$ cat config.mk
export PLATFORM = sky130hd
export DESIGN_NAME = fetch_front
export DESIGN_NICKNAME = d
export VERILOG_FILES = /design/src/logic/fetch_pkg.sv /design/src/logic/fetch_front.sv
export VERILOG_INCLUDE_DIRS = /design/src /design/src/logic
export SDC_FILE = /design/constraint.sdc
export NUM_CORES = 1
export LEC_CHECK = 0
export ABC_AREA = 1
export ABC_CLOCK_PERIOD_IN_PS = 1700
export BUFFER_PORTS_ARGS = -buffer_cell sky130_fd_sc_hd__buf_2
export CORE_UTILIZATION = 35
export CTS_CLUSTER_SIZE = 8
export DETAILED_ROUTE_END_ITERATION = 10
export HOLD_SLACK_MARGIN = 0.08
export PLACE_DENSITY = 0.62
export SYNTH_ARGS = -nofsm -noshare
export SYNTH_HDL_FRONTEND = slang
export SYNTH_SLANG_ARGS = --single-unit
export TNS_END_PERCENT = 100
$ cat constraint.sdc
create_clock -name clock -period 1.7 [get_ports clock]
set_input_delay 0.17 -clock clock [delete_from_list [all_inputs] [get_ports clock]]
set_output_delay 0.17 -clock clock [all_outputs]
set_load 0.02 [all_outputs]
$ cat src/logic/icache_defines.svh
`ifndef ICACHE_DEFINES_SVH
`define ICACHE_DEFINES_SVH

////////////////////
// cache geometry

// 32 lines of 8 bytes
`define ICACHE_WAYS 4
`define ICACHE_SETS 8

////////////////////
// miss handling

`define MISS_QUEUE_LEN 8
// lines fetched ahead of the demand line
`define NUM_PREFETCH 2
`define MAX_OUTSTANDING 4

`endif

$ cat src/logic/fetch_pkg.sv
`default_nettype none
`include "icache_defines.svh"

package fetch_pkg;

  // byte address and one 8-byte line
  typedef logic [31:0] fetch_addr_t;
  typedef logic [63:0] line_data_t;

  // index is addr[5:3], tag is everything above it
  typedef logic [$clog2(`ICACHE_SETS)-1:0]  set_idx_t;
  typedef logic [28-$clog2(`ICACHE_SETS):0] line_tag_t;

  // line returned from memory, written by the cache store
  typedef struct packed {
    logic        valid;
    fetch_addr_t line_addr;
    line_data_t  data;
  } cache_fill_t;

endpackage

`default_nettype wire

$ cat src/logic/fetch_front.sv
`default_nettype none
`timescale 1ns/100ps
`include "icache_defines.svh"

module fetch_front (
  input  wire                                            clock,
  input  wire                                            reset,
  input  wire  fetch_pkg::fetch_addr_t                   fetch_addr,
  output fetch_pkg::fetch_addr_t                         line_addr,
  output logic                                           addr_changed,
  output fetch_pkg::fetch_addr_t [`NUM_PREFETCH-1:0]     prefetch_addrs
);
  import fetch_pkg::*;

  fetch_addr_t last_addr;

  // drop the byte offset
  assign line_addr = {fetch_addr[31:3], 3'b000};

  assign addr_changed = (line_addr != last_addr);

  // an unaligned seed never equals an aligned address,
  // so the first cycle after reset counts as a change
  always_ff @(posedge clock) begin
    if (reset) begin
      last_addr <= '1;
    end else begin
      last_addr <= line_addr;
    end
  end

  ////////////////////
  // prefetch lines

  // next lines in address order
  always_comb begin
    for (int k = 0; k < `NUM_PREFETCH; k++) begin
      prefetch_addrs[k] = line_addr + fetch_addr_t'(8 * (k + 1));
    end
  end

endmodule

`default_nettype wire

==> metrics <==
status=completed; post-synthesis register bit count=30; CP arrival=1480 ps; Fin. Hold Viols=0; CP max FO=4; post-route minimum period=1650 ps; H-tree depth=2; fraction of registers with async set/reset=0%; largest register by flop count=last_addr; final layout net count=638; initial antenna violation count=0; initial core utilization=36.9%; crit end category=output pin; pin count of the biggest net entering global routing=15; DR iter-0 viols=167; Regs by FF count=last_addr: 30 flops; IO buf count=118; end of the critical path=prefetch_addrs[50]; DR WL/cell=11.9 um; CTS sink count=30; layout cells sized above 1=31.9%; global-route wire length before repair=13.2 mm; vias per cell=4.35; Top FF cell, synth=dfxtp_1; Worst-path clk slew=70 ps; Placed Cells=692; Max Cap Violations=0; max FFs per register=30; DRC viols=0; Mapped Area=2910 sq um; Worst Setup SP=fetch_addr[4]; global-route usage over all layers=19.6%; synthesized instance count=487; total core area=7890 sq um; Final setup violation count=0; row count=32; number of global-route vias before repair=2761; commonest non-fill, non-tap cell in the layout=nand2_1; hold_sp=fetch_addr[31]; GRT overflow=0; Worst setup SP type=input port; RSZ-0062 raised after global routing=yes; CP required=1530 ps; post-route ant nets=0; pwr dens=543 nW/um^2; Vias=3059; drt first pass iters=4; Ys Warns=0; clock buffers created by TritonCTS=5; CTS tree=done; fmax=605 MHz; period utilisation layout=97.2%; post-synth cell types=26; Die X=93.2 um; area grow syn2layout=27.2%; count of flip-flops with a built-in enable after synthesis=0; Die Y-Extent=93.2 um; full die area=8690 sq um; Final Max Tran Viols=0; I/O pins=131; non-filler instance count after layout=704; Avg Cell Area, Syn=5.98 sq um; number of diodes=0; Crit Path Category=input port to output pin; most frequent cells in the layout=nand2_1, buf_2, inv_1; Total Wirelength=8.35 mm; setup tns final=0 ps; clk buf depth=2; Pleak=2.18 nW; maximum vdd drop=305 uV; Post-DP HPWL=6.96 mm; CTS root buffer=clkbuf_8; Placer Congestion=0.904; sequential cell area fraction in the yosys report=20.6%; min-delay worst type=input port to register
-- final cells by class --
| class | count | area, sq um |
|---|---|---|
| multi-input combinational | 339 | 1770 |
| clock buffer | 7 | 76.3 |
| tap | 102 | 128 |
| fill | 852 | 4180 |
| timing repair buffer | 147 | 841 |
| inverter | 79 | 297 |
| sequential | 30 | 601 |
-- worst min-delay path by stage --
| stage | depth (start not counted) | end | slack, ps |
|---|---|---|---|
| global route | 3 | last_addr[10] | 190 |
| floorplan | 0 | last_addr[1] | 200 |
| detailed placement | 1 | last_addr[1] | 360 |
| finish | 3 | last_addr[31] | 170 |
| global placement | 1 | last_addr[1] | 360 |
| CTS | 3 | last_addr[31] | 180 |
-- cell families (layout without fill, tap and decap cells) --
kind of cell	count (synthesis)	count (layout)	share of synthesized area [%]
buffers and inverters	126	233	22.1
xor gates and xnor gates	45	45	13.5
and+or+nand+nor	280	280	42.3
other	1	9	0.129
adders and majority gates	2	2	0.859
AOI/OAI and AO/OA	3	3	0.515
DFF	30	30	20.6
-- through the flow --
stage | hold WS [ps] | utilization [%] | total power, mW | area (sq um) | worst slack, ps
2_1_floorplan | 198 | - | 1.27 | 2940 | 239
3_3_place_gp | 358 | 44.5 | 1.45 | 3510 | 26.0
3_5_place_dp | 356 | 44.5 | 1.46 | 3510 | 19.2
4_1_cts | 176 | 45.6 | 2.01 | 3590 | 2.64
5_1_grt | 192 | 47.0 | 2.12 | 3710 | -62.1
6_report | 173 | 47.0 | 2.01 | 3710 | 47.7
-- where the power goes --
part	switching, mW	internal [mW]
clock	0.274	0.282
combinational	0.468	0.232
sequential	0.0165	0.741
-- layer usage --
| metal | global-route usage, % | wire [um] | share of wire, % | vias to the layer above |
|---|---|---|---|---|
| met2 | 32.9 | 3940 | 47 | 99 |
| met5 | 0 | 0 | 0 | - |
| met3 | 2.93 | 500 | 6.0 | 7 |
| met1 | 26.4 | 3840 | 46 | 1364 |
| met4 | 4.62 | 65 | 0.78 | 0 |
| li1 | - | - | - | 1589 |
-- what timing repair did --
action                     4_1_cts  5_1_grt
setup endpoints to repair        0       18
buffers inserted                 0        4
hold endpoints to repair         1        0
gates resized for setup          0       20
hold buffers                     1        0
-- synth_stat cells, types with 3 or more instances --
| master | count | area [sq um] |
|---|---|---|
| xnor2_1 | 4 | 35.0 |
| inv_1 | 76 | 285 |
| nand2_2 | 7 | 43.8 |
| buf_4 | 42 | 315 |
| nand3_1 | 21 | 105 |
| nor2_4 | 7 | 78.8 |
| nor2_2 | 13 | 81.3 |
| xor2_1 | 41 | 359 |
| dfxtp_1 | 30 | 601 |
| nor3_1 | 3 | 15.0 |
| nor2_1 | 30 | 113 |
| nand2_1 | 191 | 717 |
-- worst max-delay path: stages --
cell,delay [ps]
clkbuf_4,140
ha_4,150
nand2_1,90
nor2_4,170
nand2_1,160
inv_2,110
nand3_1,120
xor2_2,190
buf_4,170
(Power assumes the default switching activity.)
