<file path="src/logic/icache_defines.svh">
`ifndef ICACHE_DEFINES_SVH
`define ICACHE_DEFINES_SVH

////////////////////
// cache geometry

// 32 lines of 8 bytes
`define ICACHE_WAYS 4
`define ICACHE_SETS 8

////////////////////
// miss handling

`define MISS_QUEUE_LEN 8
// lines fetched ahead of the demand line
`define NUM_PREFETCH 2
`define MAX_OUTSTANDING 4

`endif

</file>
<file path="src/logic/fetch_pkg.sv">
`default_nettype none
`include "icache_defines.svh"

package fetch_pkg;

  // byte address and one 8-byte line
  typedef logic [31:0] fetch_addr_t;
  typedef logic [63:0] line_data_t;

  // index is addr[5:3], tag is everything above it
  typedef logic [$clog2(`ICACHE_SETS)-1:0]  set_idx_t;
  typedef logic [28-$clog2(`ICACHE_SETS):0] line_tag_t;

  // line returned from memory, written by the cache store
  typedef struct packed {
    logic        valid;
    fetch_addr_t line_addr;
    line_data_t  data;
  } cache_fill_t;

endpackage

`default_nettype wire

</file>
<file path="src/logic/cache_store.sv">
`default_nettype none
`timescale 1ns/100ps
`include "icache_defines.svh"

module cache_store (
  input  wire                                 clock,
  input  wire                                 reset,
  input  wire  fetch_pkg::fetch_addr_t [1:0]  rd_addr,
  input  wire  fetch_pkg::cache_fill_t        fill,
  output fetch_pkg::line_data_t [1:0]         rd_data,
  output logic [1:0]                          rd_hit
);
  import fetch_pkg::*;

  localparam int WAYS     = `ICACHE_WAYS;
  localparam int SETS     = `ICACHE_SETS;
  localparam int SET_BITS = $clog2(SETS);
  localparam int WAY_BITS = $clog2(WAYS);

  logic [WAYS-1:0]     valid_mem [SETS];
  line_tag_t           tag_mem   [SETS][WAYS];
  line_data_t          data_mem  [SETS][WAYS];
  logic [WAY_BITS-1:0] rr_ptr    [SETS];

  set_idx_t            fill_idx;
  line_tag_t           fill_tag;
  logic [WAYS-1:0]     fill_match;
  logic [WAY_BITS-1:0] fill_way;
  logic                dup_tag;

  ////////////////////
  // read ports

  // all ways compared in parallel
  always_comb begin
    set_idx_t  idx;
    line_tag_t tag;
    for (int p = 0; p < 2; p++) begin
      idx        = rd_addr[p][3 +: SET_BITS];
      tag        = rd_addr[p][31:3+SET_BITS];
      rd_hit[p]  = 1'b0;
      rd_data[p] = '0;
      for (int w = 0; w < WAYS; w++) begin
        if (valid_mem[idx][w] && (tag_mem[idx][w] == tag)) begin
          rd_hit[p]  = 1'b1;
          rd_data[p] = data_mem[idx][w];
        end
      end
    end
  end

  ////////////////////
  // fill port

  assign fill_idx = fill.line_addr[3 +: SET_BITS];
  assign fill_tag = fill.line_addr[31:3+SET_BITS];

  always_comb begin
    for (int w = 0; w < WAYS; w++) begin
      fill_match[w] = valid_mem[fill_idx][w] && (tag_mem[fill_idx][w] == fill_tag);
    end
  end

  // refill in place when present, else the round-robin victim
  always_comb begin
    fill_way = rr_ptr[fill_idx];
    for (int w = 0; w < WAYS; w++) begin
      if (fill_match[w]) begin
        fill_way = WAY_BITS'(w);
      end
    end
  end

  always_ff @(posedge clock) begin
    if (reset) begin
      for (int s = 0; s < SETS; s++) begin
        valid_mem[s] <= '0;
        rr_ptr[s]    <= '0;
      end
    end else if (fill.valid) begin
      valid_mem[fill_idx][fill_way] <= 1'b1;
      rr_ptr[fill_idx]              <= rr_ptr[fill_idx] + 1'b1;
    end
  end

  always_ff @(posedge clock) begin
    if (fill.valid) begin
      tag_mem[fill_idx][fill_way]  <= fill_tag;
      data_mem[fill_idx][fill_way] <= fill.data;
    end
  end

  // same line twice in one set
  always_comb begin
    dup_tag = 1'b0;
    for (int s = 0; s < SETS; s++) begin
      for (int i = 0; i < WAYS; i++) begin
        for (int j = i + 1; j < WAYS; j++) begin
          if (valid_mem[s][i] && valid_mem[s][j] && (tag_mem[s][i] == tag_mem[s][j])) begin
            dup_tag = 1'b1;
          end
        end
      end
    end
  end

  a_no_dup_tag: assert property (@(posedge clock) disable iff (reset) !dup_tag)
    else $error("cache_store: two valid ways hold the same tag");

endmodule

`default_nettype wire

</file>
<file path="config.mk">
export PLATFORM = sky130hd
export DESIGN_NAME = cache_store
export DESIGN_NICKNAME = d
export VERILOG_FILES = /design/src/logic/fetch_pkg.sv /design/src/logic/cache_store.sv
export VERILOG_INCLUDE_DIRS = /design/src /design/src/logic
export SDC_FILE = /design/constraint.sdc
export NUM_CORES = 2
export LEC_CHECK = 0
export BUFFER_PORTS_ARGS = -buffer_cell sky130_fd_sc_hd__buf_2
export CAP_MARGIN = 20
export CORE_MARGIN = 8
export CORE_UTILIZATION = 63
export CTS_CLUSTER_DIAMETER = 80
export DETAILED_ROUTE_END_ITERATION = 6
export HOLD_SLACK_MARGIN = 0.15
export PLACE_DENSITY = 0.83
export SLEW_MARGIN = 20
export SYNTH_ARGS = -nofsm -noshare
export SYNTH_HDL_FRONTEND = slang
export SYNTH_SLANG_ARGS = --single-unit
</file>
<file path="constraint.sdc">
create_clock -name clock -period 12.1 [get_ports clock]
set_clock_uncertainty 0.15 [all_clocks]
set_input_delay 1.21 -clock clock [delete_from_list [all_inputs] [get_ports clock]]
set_output_delay 1.21 -clock clock [all_outputs]
set_load 0.02 [all_outputs]
</file>
==> metrics.yaml <==
run_status:
  status: "finished with violations"
  violations: "design-rule violations, max-slew violations"
placement:
  place_area_um2: 150000
  hpwl_mm: 252
  placement.io_buffers: 283
  place_inst: 10100
  gp_congestion: 1.05
  place_ws_ns: 2.84
sta:
  period_needed_ns: 9.45
  worst_pin_slew_ns: 1.55
  fin_ws_ns: 2.65
  setup_viol: 0
  fin_crit_sh: 0.781
  drv_slew: 31
  finalHoldViolations: 0
  slew_headroom: -0.0344
  rsz0062_at_grt: "false"
  fmax_ghz: 0.106
  fin_tns_setup_ns: 0
worst_setup_path:
  cp-end-kind: "output pin"
  cp.arrival_ns: 8.09
  crit_path_max_incr_delay_ns: 0.96
  path_buf_inv: 4
  worstSetupPathType: "input pin to output pin"
  cp_cell_sequence: "buf_12, buf_4, mux4_2, mux2i_1, xnor2_1, a2111oi_0, nand4_1, nor3_1, nor2b_4, buf_4, a221oi_1, a221oi_1, buf_2"
  start_kind: "input pin"
  critical_path.top_delay_family: "buffers and inverters"
  cp_data_required_time_ns: 10.74
  path_max_fanout: 74
  cp_slowest_cell: "a221oi_1"
synthesis:
  synthArstFlopShare: 0
  synth.yosys.seq_area_share: 0.603
  synth-seq-cells: 2928
  synthesis.nets: 7407
  synth.distinct_cells: 72
  yosysWarningCount: 0
  syn_inst: 7244
  synth_ff_type: "edfxtp_1"
  postSynthAreaPerCell_um2: 20.1
  synth_edf_count: 2896
  synth_area_um2: 145000
detailed_routing:
  drc: 9
  drt-initial-drc-count: 14900
  wire_per_inst_um: 42.9
  vias: 86900
  antenna_left: 0
  vias_per_cell: 8.11
  dr.pass1.iters: 7
  drt-total-wl_mm: 459
clock_network:
  postCtsHoldBufs: 0
  tritoncts: "done"
  cts-root-buf: "clkbuf_16"
  cts_made_buffers: 317
  cts.htree.levels: 5
  clock_latency_ns: 0.94
  cts_buffer_depth: 4
  ctsResizeCount: 0
  postCtsSetupRepairBufs: 0
  clock_sinks: 2928
  clkTransAtPathRegs_ns: 0.06
finish:
  fill_cells: 13400
  area_delta_synth_final_pct: 9.86
  fin_cells: 10700
  drive_above_1_share: 0.392
  fin_nets: 7588
  stdcell_area_um2: 160000
floorplan:
  design.core.area_um2: 230000
  die_y_um: 496
  start_util: 0.633
  die-area_um2: 246000
  die_w_um: 496
  rows: 176
  io_pins: 293
grt:
  grt_pass1_vias: 87700
  grtUsageMet3: 0.128
  grt_util_met2: 0.552
  grt_usage: 0.369
  grt_max_degree: 135
  use_met1: 0.477
  grt_first_pass_wirelength_mm: 646
  grt_antenna_before_repair: 52
  top_usage_layer: "met2"
  gr-total-overflow: 0
power_and_ir_drop:
  p_leak_nw: 51.5
  p_total_mw: 22.8
  powerDensity_nw_per_um2: 143
  ir_drop_v: 0.000146
job:
  cap_violations: 0
worst_hold_path:
  hold_path.class: "flop to flop"
## placed cells by master, fill, tap and decap left out, types with 40 or more instances in the layout
master,instances
edfxtp_1,2896
mux4_2,1527
mux2i_1,610
mux2_2,334
clkbuf_16,323
buf_2,274
xnor2_1,199
a221oi_2,180
a221oi_1,155
buf_4,153
xor2_1,91
clkbuf_1,70
clkinv_1,62
o22ai_1,56
a22oi_1,47
clkinv_2,46
nand2_1,41
inv_1,40
## worst min-delay path: stages (launching register included)
cell and delay, ns:
dfxtp_1 0.32, inv_1 0.05, o22ai_1 0.07
## Yosys cell counts, types with 58 or more instances
| cell type | n | area share |
|---|---|---|
| mux2i_1 | 610 | 0.042 |
| a221oi_2 | 180 | 0.019 |
| edfxtp_1 | 2896 | 0.60 |
| mux2_2 | 334 | 0.026 |
| mux4_2 | 1527 | 0.24 |
| buf_4 | 59 | 0.0030 |
| xor2_1 | 91 | 0.0055 |
| xnor2_1 | 199 | 0.012 |
| a221oi_1 | 155 | 0.0093 |
| buf_2 | 240 | 0.0083 |
| clkbuf_1 | 234 | 0.0060 |
| nor2_1 | 58 | 0.0015 |
## cell type report
type	count	area [um2]	area share
Inverter	43	161	0.00101
Clock buffer	393	8350	0.0523
Antenna cell	36	90.1	0.000564
Sequential cell	2928	87600	0.548
Tap cell	3026	3790	0.0237
Clock inverter	156	1460	0.00912
Multi-Input combinational cell	3655	54700	0.343
Timing Repair Buffer	480	3550	0.0222
## layer usage
metal	up-vias	wire length, um
met5	-	138
met4	20	32000
met3	1805	71000
met2	8211	209000
met1	44800	147000
li1	32100	-
## flip-flops by register name (all words and copies together), names as in the netlist
signal	cells
data_mem	2048
rr_ptr	16
tag_mem	832
valid_mem	32
## path summary, 6_finish.rpt
kind	from	slack, ns	cells past startpoint	end
min	valid_mem[2][0]	0.35	2	valid_mem[2][0]
max	rd_addr[3]	2.65	13	rd_data[1]
max reg2reg	tag_mem[7][51]	5.58	12	data_mem[2][114]
min reg2reg	valid_mem[2][0]	0.35	2	valid_mem[2][0]
## logic make-up (layout without fill, tap and decap cells)
kind of cell,after synthesis,after routing,synth area share
flip-flops,2928,2928,0.603
multiplexers,2475,2475,0.305
buffers and inverters,661,1072,0.0232
AO/OA/AOI/OAI,581,581,0.0402
AND/OR/NAND/NOR,309,309,0.0118
XOR/XNOR,290,290,0.0175
other,0,36,0
## where the power goes
| group | total (mW) | internal (mW) | switching (mW) |
|---|---|---|---|
| clock network | 9.38 | 5.45 | 3.92 |
| registers | 11.3 | 11.3 | 0.0480 |
| logic | 2.10 | 0.832 | 1.27 |
| total | 22.8 | 17.5 | 5.23 |
## through the flow
| stage | hold slack, ns | util |
|---|---|---|
| after floorplan | 0.318 | - |
| after global routing | 0.372 | 0.695 |
| after global placement | 0.330 | 0.652 |
| after detailed placement | 0.339 | 0.652 |
| after CTS | 0.348 | 0.694 |
| final | 0.351 | 0.695 |
No activity file was read; power rests on OpenSTA's default activity.
