## src/logic/icache_defines.svh

```systemverilog
`ifndef ICACHE_DEFINES_SVH
`define ICACHE_DEFINES_SVH

////////////////////
// cache geometry

// 32 lines of 8 bytes
`define ICACHE_WAYS 4
`define ICACHE_SETS 8

////////////////////
// miss handling

`define MISS_QUEUE_LEN 8
// lines fetched ahead of the demand line
`define NUM_PREFETCH 2
`define MAX_OUTSTANDING 4

`endif

```

## src/logic/fetch_pkg.sv

```systemverilog
`default_nettype none
`include "icache_defines.svh"

package fetch_pkg;

  // byte address and one 8-byte line
  typedef logic [31:0] fetch_addr_t;
  typedef logic [63:0] line_data_t;

  // index is addr[5:3], tag is everything above it
  typedef logic [$clog2(`ICACHE_SETS)-1:0]  set_idx_t;
  typedef logic [28-$clog2(`ICACHE_SETS):0] line_tag_t;

  // line returned from memory, written by the cache store
  typedef struct packed {
    logic        valid;
    fetch_addr_t line_addr;
    line_data_t  data;
  } cache_fill_t;

endpackage

`default_nettype wire

```

## src/logic/mem_bus_pkg.sv

```systemverilog
`default_nettype none
`include "icache_defines.svh"

package mem_bus_pkg;

  ////////////////////
  // memory bus

  typedef enum logic [1:0] {
    bus_none = 2'h0,
    bus_load = 2'h1
  } mem_command_t;

  // zero means the command was not accepted
  typedef logic [3:0] mem_tag_t;

  ////////////////////
  // miss queue to bus port

  // line address only, low 3 bits zero
  typedef struct packed {
    fetch_pkg::fetch_addr_t line_addr;
  } miss_request_t;

endpackage

`default_nettype wire

```

## src/logic/miss_queue.sv

```systemverilog
`default_nettype none
`timescale 1ns/100ps
`include "icache_defines.svh"

module miss_queue (
  input  wire                                              clock,
  input  wire                                              reset,
  input  wire  fetch_pkg::fetch_addr_t                     line_addr,
  input  wire                                              addr_changed,
  input  wire  fetch_pkg::fetch_addr_t [`NUM_PREFETCH-1:0] prefetch_addrs,
  input  wire                                              demand_hit,
  input  wire                                              check_hit,
  input  wire                                              miss_ack,
  output fetch_pkg::fetch_addr_t                           check_addr,
  output logic                                             miss_req,
  output mem_bus_pkg::miss_request_t                       miss_request
);
  import fetch_pkg::*;

  localparam int LEN      = `MISS_QUEUE_LEN;
  localparam int NUM_CAND = `NUM_PREFETCH + 1;

  logic [LEN-1:0]      q_valid;
  fetch_addr_t         q_addr [LEN];
  logic [LEN-1:0]      next_valid;
  fetch_addr_t         next_addr [LEN];

  fetch_addr_t         cand_addr [NUM_CAND];
  logic [NUM_CAND-1:0] cand_en;
  logic [NUM_CAND-1:0] cand_seen;

  logic                head_idle;
  logic                head_drop;
  logic                req_start;
  logic                handoff;
  logic                pop;

  ////////////////////
  // candidates and CAM

  // demand line first, then the prefetch lines
  always_comb begin
    cand_addr[0] = line_addr;
    cand_en[0]   = addr_changed && !demand_hit;
    for (int k = 0; k < `NUM_PREFETCH; k++) begin
      cand_addr[k+1] = prefetch_addrs[k];
      cand_en[k+1]   = addr_changed;
    end
  end

  always_comb begin
    for (int c = 0; c < NUM_CAND; c++) begin
      cand_seen[c] = 1'b0;
      for (int i = 0; i < LEN; i++) begin
        if (q_valid[i] && (q_addr[i] == cand_addr[c])) begin
          cand_seen[c] = 1'b1;
        end
      end
    end
  end

  ////////////////////
  // head entry

  // head is rechecked on cache port 1 before it goes out
  assign check_addr   = q_addr[0];
  assign head_idle    = q_valid[0] && !miss_req && !miss_ack;
  assign head_drop    = head_idle && check_hit;
  assign req_start    = head_idle && !check_hit;
  assign handoff      = miss_req && miss_ack;
  assign pop          = head_drop || handoff;
  assign miss_request = '{line_addr: q_addr[0]};

  // shift on pop, then append behind the last valid entry
  always_comb begin
    int slot;
    next_valid = q_valid;
    next_addr  = q_addr;
    if (pop) begin
      next_valid = q_valid >> 1;
      for (int i = 0; i < LEN - 1; i++) begin
        next_addr[i] = q_addr[i+1];
      end
    end
    slot = $countones(next_valid);
    for (int c = 0; c < NUM_CAND; c++) begin
      // full queue drops the candidate
      if (cand_en[c] && !cand_seen[c] && (slot < LEN)) begin
        next_valid[slot] = 1'b1;
        next_addr[slot]  = cand_addr[c];
        slot             = slot + 1;
      end
    end
  end

  always_ff @(posedge clock) begin
    if (reset) begin
      q_valid  <= '0;
      miss_req <= 1'b0;
    end else begin
      q_valid <= next_valid;
      if (req_start) begin
        miss_req <= 1'b1;
      end else if (handoff) begin
        miss_req <= 1'b0;
      end
    end
  end

  always_ff @(posedge clock) begin
    q_addr <= next_addr;
  end

  a_request_stable: assert property (@(posedge clock) disable iff (reset)
    miss_req |=> (!miss_req || $stable(miss_request)))
    else $error("miss_queue: request changed during handshake");

  a_no_overflow: assert property (@(posedge clock) disable iff (reset)
    (&q_valid && !pop) |=> (&q_valid && $stable(q_addr[LEN-1])))
    else $error("miss_queue: append past the last entry");

endmodule

`default_nettype wire

```

## config.mk

```make
export PLATFORM = sky130hd
export DESIGN_NAME = miss_queue
export DESIGN_NICKNAME = d
export VERILOG_FILES = /design/src/logic/fetch_pkg.sv /design/src/logic/mem_bus_pkg.sv /design/src/logic/miss_queue.sv
export VERILOG_INCLUDE_DIRS = /design/src /design/src/logic
export SDC_FILE = /design/constraint.sdc
export NUM_CORES = 1
export LEC_CHECK = 0
export BUFFER_PORTS_ARGS = -buffer_cell sky130_fd_sc_hd__buf_2
export CORE_MARGIN = 2
export CORE_UTILIZATION = 55
export CTS_BUF_LIST = sky130_fd_sc_hd__clkbuf_8 sky130_fd_sc_hd__clkbuf_16
export DETAILED_ROUTE_END_ITERATION = 7
export PLACE_DENSITY = 0.73
export SYNTH_ARGS = -nofsm -noshare
export SYNTH_HDL_FRONTEND = slang
export SYNTH_SLANG_ARGS = --single-unit
```

## constraint.sdc

```tcl
create_clock -name clock -period 11.5 [get_ports clock]
set_input_delay 2.3 -clock clock [delete_from_list [all_inputs] [get_ports clock]]
set_output_delay 2.3 -clock clock [all_outputs]
set_load 0.02 [all_outputs]
```

==> key figures <==
Placed design
  • Placement Cell Area: 28100 um2
  • Input/output buffers: around 170
  • GP Congestion: about 1.2
  • Post-DP HPWL: about 110000 um

Synth
  • Syn Inst Count: a little under 3000
  • Post-synthesis sequential area ratio: 18.9%
  • YS warnings: 0
  • Synth area leaders: dfxtp_1, xor2_1, mux2i_1, mux2_2, xnor2_1
  • #FFs+latches synth: between 200 and 300
  • FFs w/ async S/R, synth: 0%
  • Post-synth EDFFs: 0
  • Area share of the largest cell type after synthesis: a little under a fifth
  • Primary FF master, synth: dfxtp_1
  • Synthesized net count: 3022
  • Unique masters post-synth: 67
  • Avg Cell Area, Syn: about 9.6 um2
  • Cell Area, Synth: 28100 um2
  • Synth top cells by count: xor2_1, mux2i_1, dfxtp_1, mux2_2, xnor2_1
  • Most numerous cell in the Yosys netlist: xor2_1
  • Largest area contributor in the netlist: dfxtp_1

GRT
  • Antenna violations before repair: 12
  • Grt ovf: 0
  • Vias in the first global route: 24830
  • Global Route Usage Sum: between 50 and 60%
  • Largest net degree at the start of global routing: 67
  • First-pass GRT wire length: about 210000 um

Setup path
  • R2R Setup Slk: 3.50 ns
  • Buffer and inverter count on the worst path: 4
  • CP arrival: 9.76 ns
  • Crit Path Class: in2reg
  • Worst Setup Start Kind: input pin
  • CP startpoint: miss_ack
  • WP depth: 23
  • Worst Setup End Kind: flip-flop
  • Crit-path max cell delay: just under 0.9 ns
  • Critical-path top delay cell: o21ai_4
  • Most used cell, CP: fa_1
  • Critical Path End: q_addr[173]$_DFF_P_
  • Crit-path leading delay family: simple AND/OR/NAND/NOR gates
  • CP required: about 12 ns
  • Critical-path maximum fanout: 19
  • Critical path, cell by cell: buf_2 -> nor4b_1 -> a21oi_4 -> mux2i_1 -> inv_1 -> fa_1 -> fa_1 -> fa_1 -> ha_1 -> a21o_1 -> nand2_1 -> nand2_1 -> nor2_1 -> o21ai_1 -> nor3_4 -> mux2i_1 -> inv_1 -> ha_1 -> xnor3_1 -> and3b_2 -> o21ai_4 -> buf_12 -> mux2_1
  • R2r endpoint: q_addr[173]$_DFF_P_
  • Worst R2R Start: q_valid[0]$_SDFF_PP0_
  • Worst R2R Path Depth: 22

Drt
  • Antenna Nets Post-Route: 0
  • Initial DRC count: 4435
  • Vias: ~26000
  • First-pass detailed-route iteration total: 6
  • Detailed Route WL: ~160000 um
  • Wire per inst: about 45 um
  • Via density: around 7.4
  • DRC errors left: 0

Finish
  • Layout area overhead: 4.14%
  • Fillers: roughly 4300
  • Sequential cell area: about 5300 um2
  • Layout cell share with drive strength beyond 1: between 20% and 30%
  • Final net count: about 2900
  • Multi-input gate area: ~20000 um2
  • Fin area: around 30000 um2

Clocking
  • Clk sinks: roughly 270
  • Root Driver: clkbuf_16
  • Reg clk slew, reported paths: about 0.06 ns
  • Post-CTS sizing: 0
  • Clock Latency Late Sink: 0.62 ns
  • Hold buffers post-CTS: 0
  • CTS Buf Count: 31
  • Depth of the CTS H-tree: 1
  • # Post-CTS Setup Buffers: 0
  • Max clock buf depth: 3
  • CTS tree: done

Timing
  • Setup TNS: 0 ns
  • Rel. slew slack: ~2.7%
  • Hold Fails Final Rpt: 0
  • Worst-Margin Slew: ~1.4 ns
  • Crit path time final: 9.28 ns
  • Final setup viols: 0
  • Achievable Freq: roughly 110 MHz
  • Clock skew: between 0.02 and 0.025 ns
  • Tcrit/Tclk final: around 81%
  • RSZ-0062 raised after global routing: false
  • Max-slew violations: 0

Flow run
  • Max-Cap Viols: 0

Die
  • Row cnt: between 80 and 90
  • Initial Util: between 50 and 60%
  • Num ports: approximately 170
  • Die Ht: 230 um
  • Core area: slightly above 50000 um2
  • Chip Width: between 200 and 250 um
  • Full die area: ~53000 um2

Outcome
  • Status: finished clean

Power
  • Pwr Density: roughly 330 nW/um2
  • Peak VDD IR: roughly 240 uV
  • Lkg Pwr: about 15 nW

Min path
  • Hold/Removal Path Class: reg2reg
[how the worst min path moves through the flow]
stage	start	end	slack, ns	depth (start not counted)
final	miss_req$_SDFFE_PP0P_	miss_req$_SDFFE_PP0P_	0.66	2
after global routing	miss_req$_SDFFE_PP0P_	miss_req$_SDFFE_PP0P_	0.73	2
after CTS	miss_req$_SDFFE_PP0P_	miss_req$_SDFFE_PP0P_	0.65	2
after detailed placement	miss_req$_SDFFE_PP0P_	miss_req$_SDFFE_PP0P_	0.63	2
after global placement	miss_req$_SDFFE_PP0P_	miss_req$_SDFFE_PP0P_	0.57	2
after floorplan	q_valid[0]$_SDFF_PP0_	miss_req$_SDFFE_PP0P_	0.55	2
[layer usage]
| layer | GRT usage (%) | wire length (um) | vias to the layer above |
|---|---|---|---|
| met5 | 0.551 | 40 | - |
| met4 | 44.6 | 16300 | 6 |
| met3 | 22.8 | 23500 | 808 |
| met2 | 82.1 | 62200 | 2613 |
| met1 | 69.5 | 56500 | 12809 |
| li1 | - | - | 9965 |
[where the power goes]
| group | internal (mW) | total (mW) | switching (mW) |
|---|---|---|---|
| clock | 0.603 | 1.06 | 0.453 |
| combinational | 2.62 | 5.77 | 3.15 |
| sequential | 1.37 | 2.76 | 1.39 |
| total | 4.59 | 9.58 | 4.99 |
[cell usage in the layout (no fill, tap or decap), types with 3 or more instances in the layout]
| cell | instances |
|---|---|
| xor2_1 | 536 |
| mux2i_1 | 442 |
| mux2_2 | 265 |
| dfxtp_1 | 265 |
| xnor2_1 | 227 |
| buf_2 | 166 |
| nor4_1 | 132 |
| mux2_1 | 118 |
| mux2_4 | 104 |
| nand3_1 | 77 |
| nand4_1 | 68 |
| buf_4 | 59 |
| inv_1 | 50 |
| o21ai_0 | 44 |
| nor2_1 | 38 |
| nor3_1 | 37 |
| a21oi_1 | 32 |
| clkbuf_16 | 31 |
| nand2_1 | 21 |
| a2bb2oi_1 | 8 |
| clkbuf_8 | 8 |
| clkinv_2 | 7 |
| diode_2 | 6 |
| nand2b_1 | 6 |
| o21ai_4 | 6 |
| ha_1 | 6 |
| clkinv_1 | 5 |
| nand2_2 | 5 |
| or3_1 | 4 |
| and3_1 | 4 |
| a41oi_1 | 4 |
| a32oi_1 | 4 |
| fa_1 | 4 |
| o22ai_1 | 3 |
| o2111ai_1 | 3 |
| o21a_2 | 3 |
| a31oi_1 | 3 |
| bufinv_16 | 3 |
[cell families after synthesis]
kind of cell / count (synthesis) / share of synthesized area [%]
adders and majority gates: 10 / 0.553
muxes: 929 / 36.7
and+or+nand+nor: 419 / 8.53
xor gates and xnor gates: 765 / 24.0
buffers and inverters: 396 / 8.25
AOI/OAI and AO/OA: 126 / 3.07
DFF: 265 / 18.9
[state kept, by name (all words and copies together) (netlist names)]
register and cells:
q_addr 224, check_addr 32, miss_req 1, q_valid 8
[tightest hold or removal path: cells and delay by family (launching register included)]
| kind | cells | cell delay (ns) |
|---|---|---|
| flip-flops | 1 | 0.38 |
| AND/OR/NAND/NOR | 1 | 0.06 |
| AO/OA/AOI/OAI | 1 | 0.17 |
[cell type report]
class | count | area share (%)
inverters | 47 | 0.604
flip-flops and latches | 265 | 18.2
clock buffers | 39 | 3.03
well taps | 672 | 2.88
diodes | 6 | 0.0514
multi-input cells | 2249 | 70.3
clock inverters | 18 | 0.531
repair buffers | 227 | 4.50
[through the flow]
stage / cells / power (mW) / hold slack (ns) / setup slack [ns] / util (%)
finish: 3523 / 9.58 / 0.662 / 2.22 / 58.1
global route: 3518 / 9.63 / 0.728 / 2.04 / 58.1
CTS: 3516 / 9.14 / 0.654 / 2.42 / 58.1
detailed placement: 3459 / 8.08 / 0.633 / 1.79 / 56.0
global placement: 3459 / 7.90 / 0.572 / 2.02 / 56.0
floorplan: 2910 / 6.12 / 0.545 / 1.95 / -
Note: power is estimated with default switching activity, not from simulation.
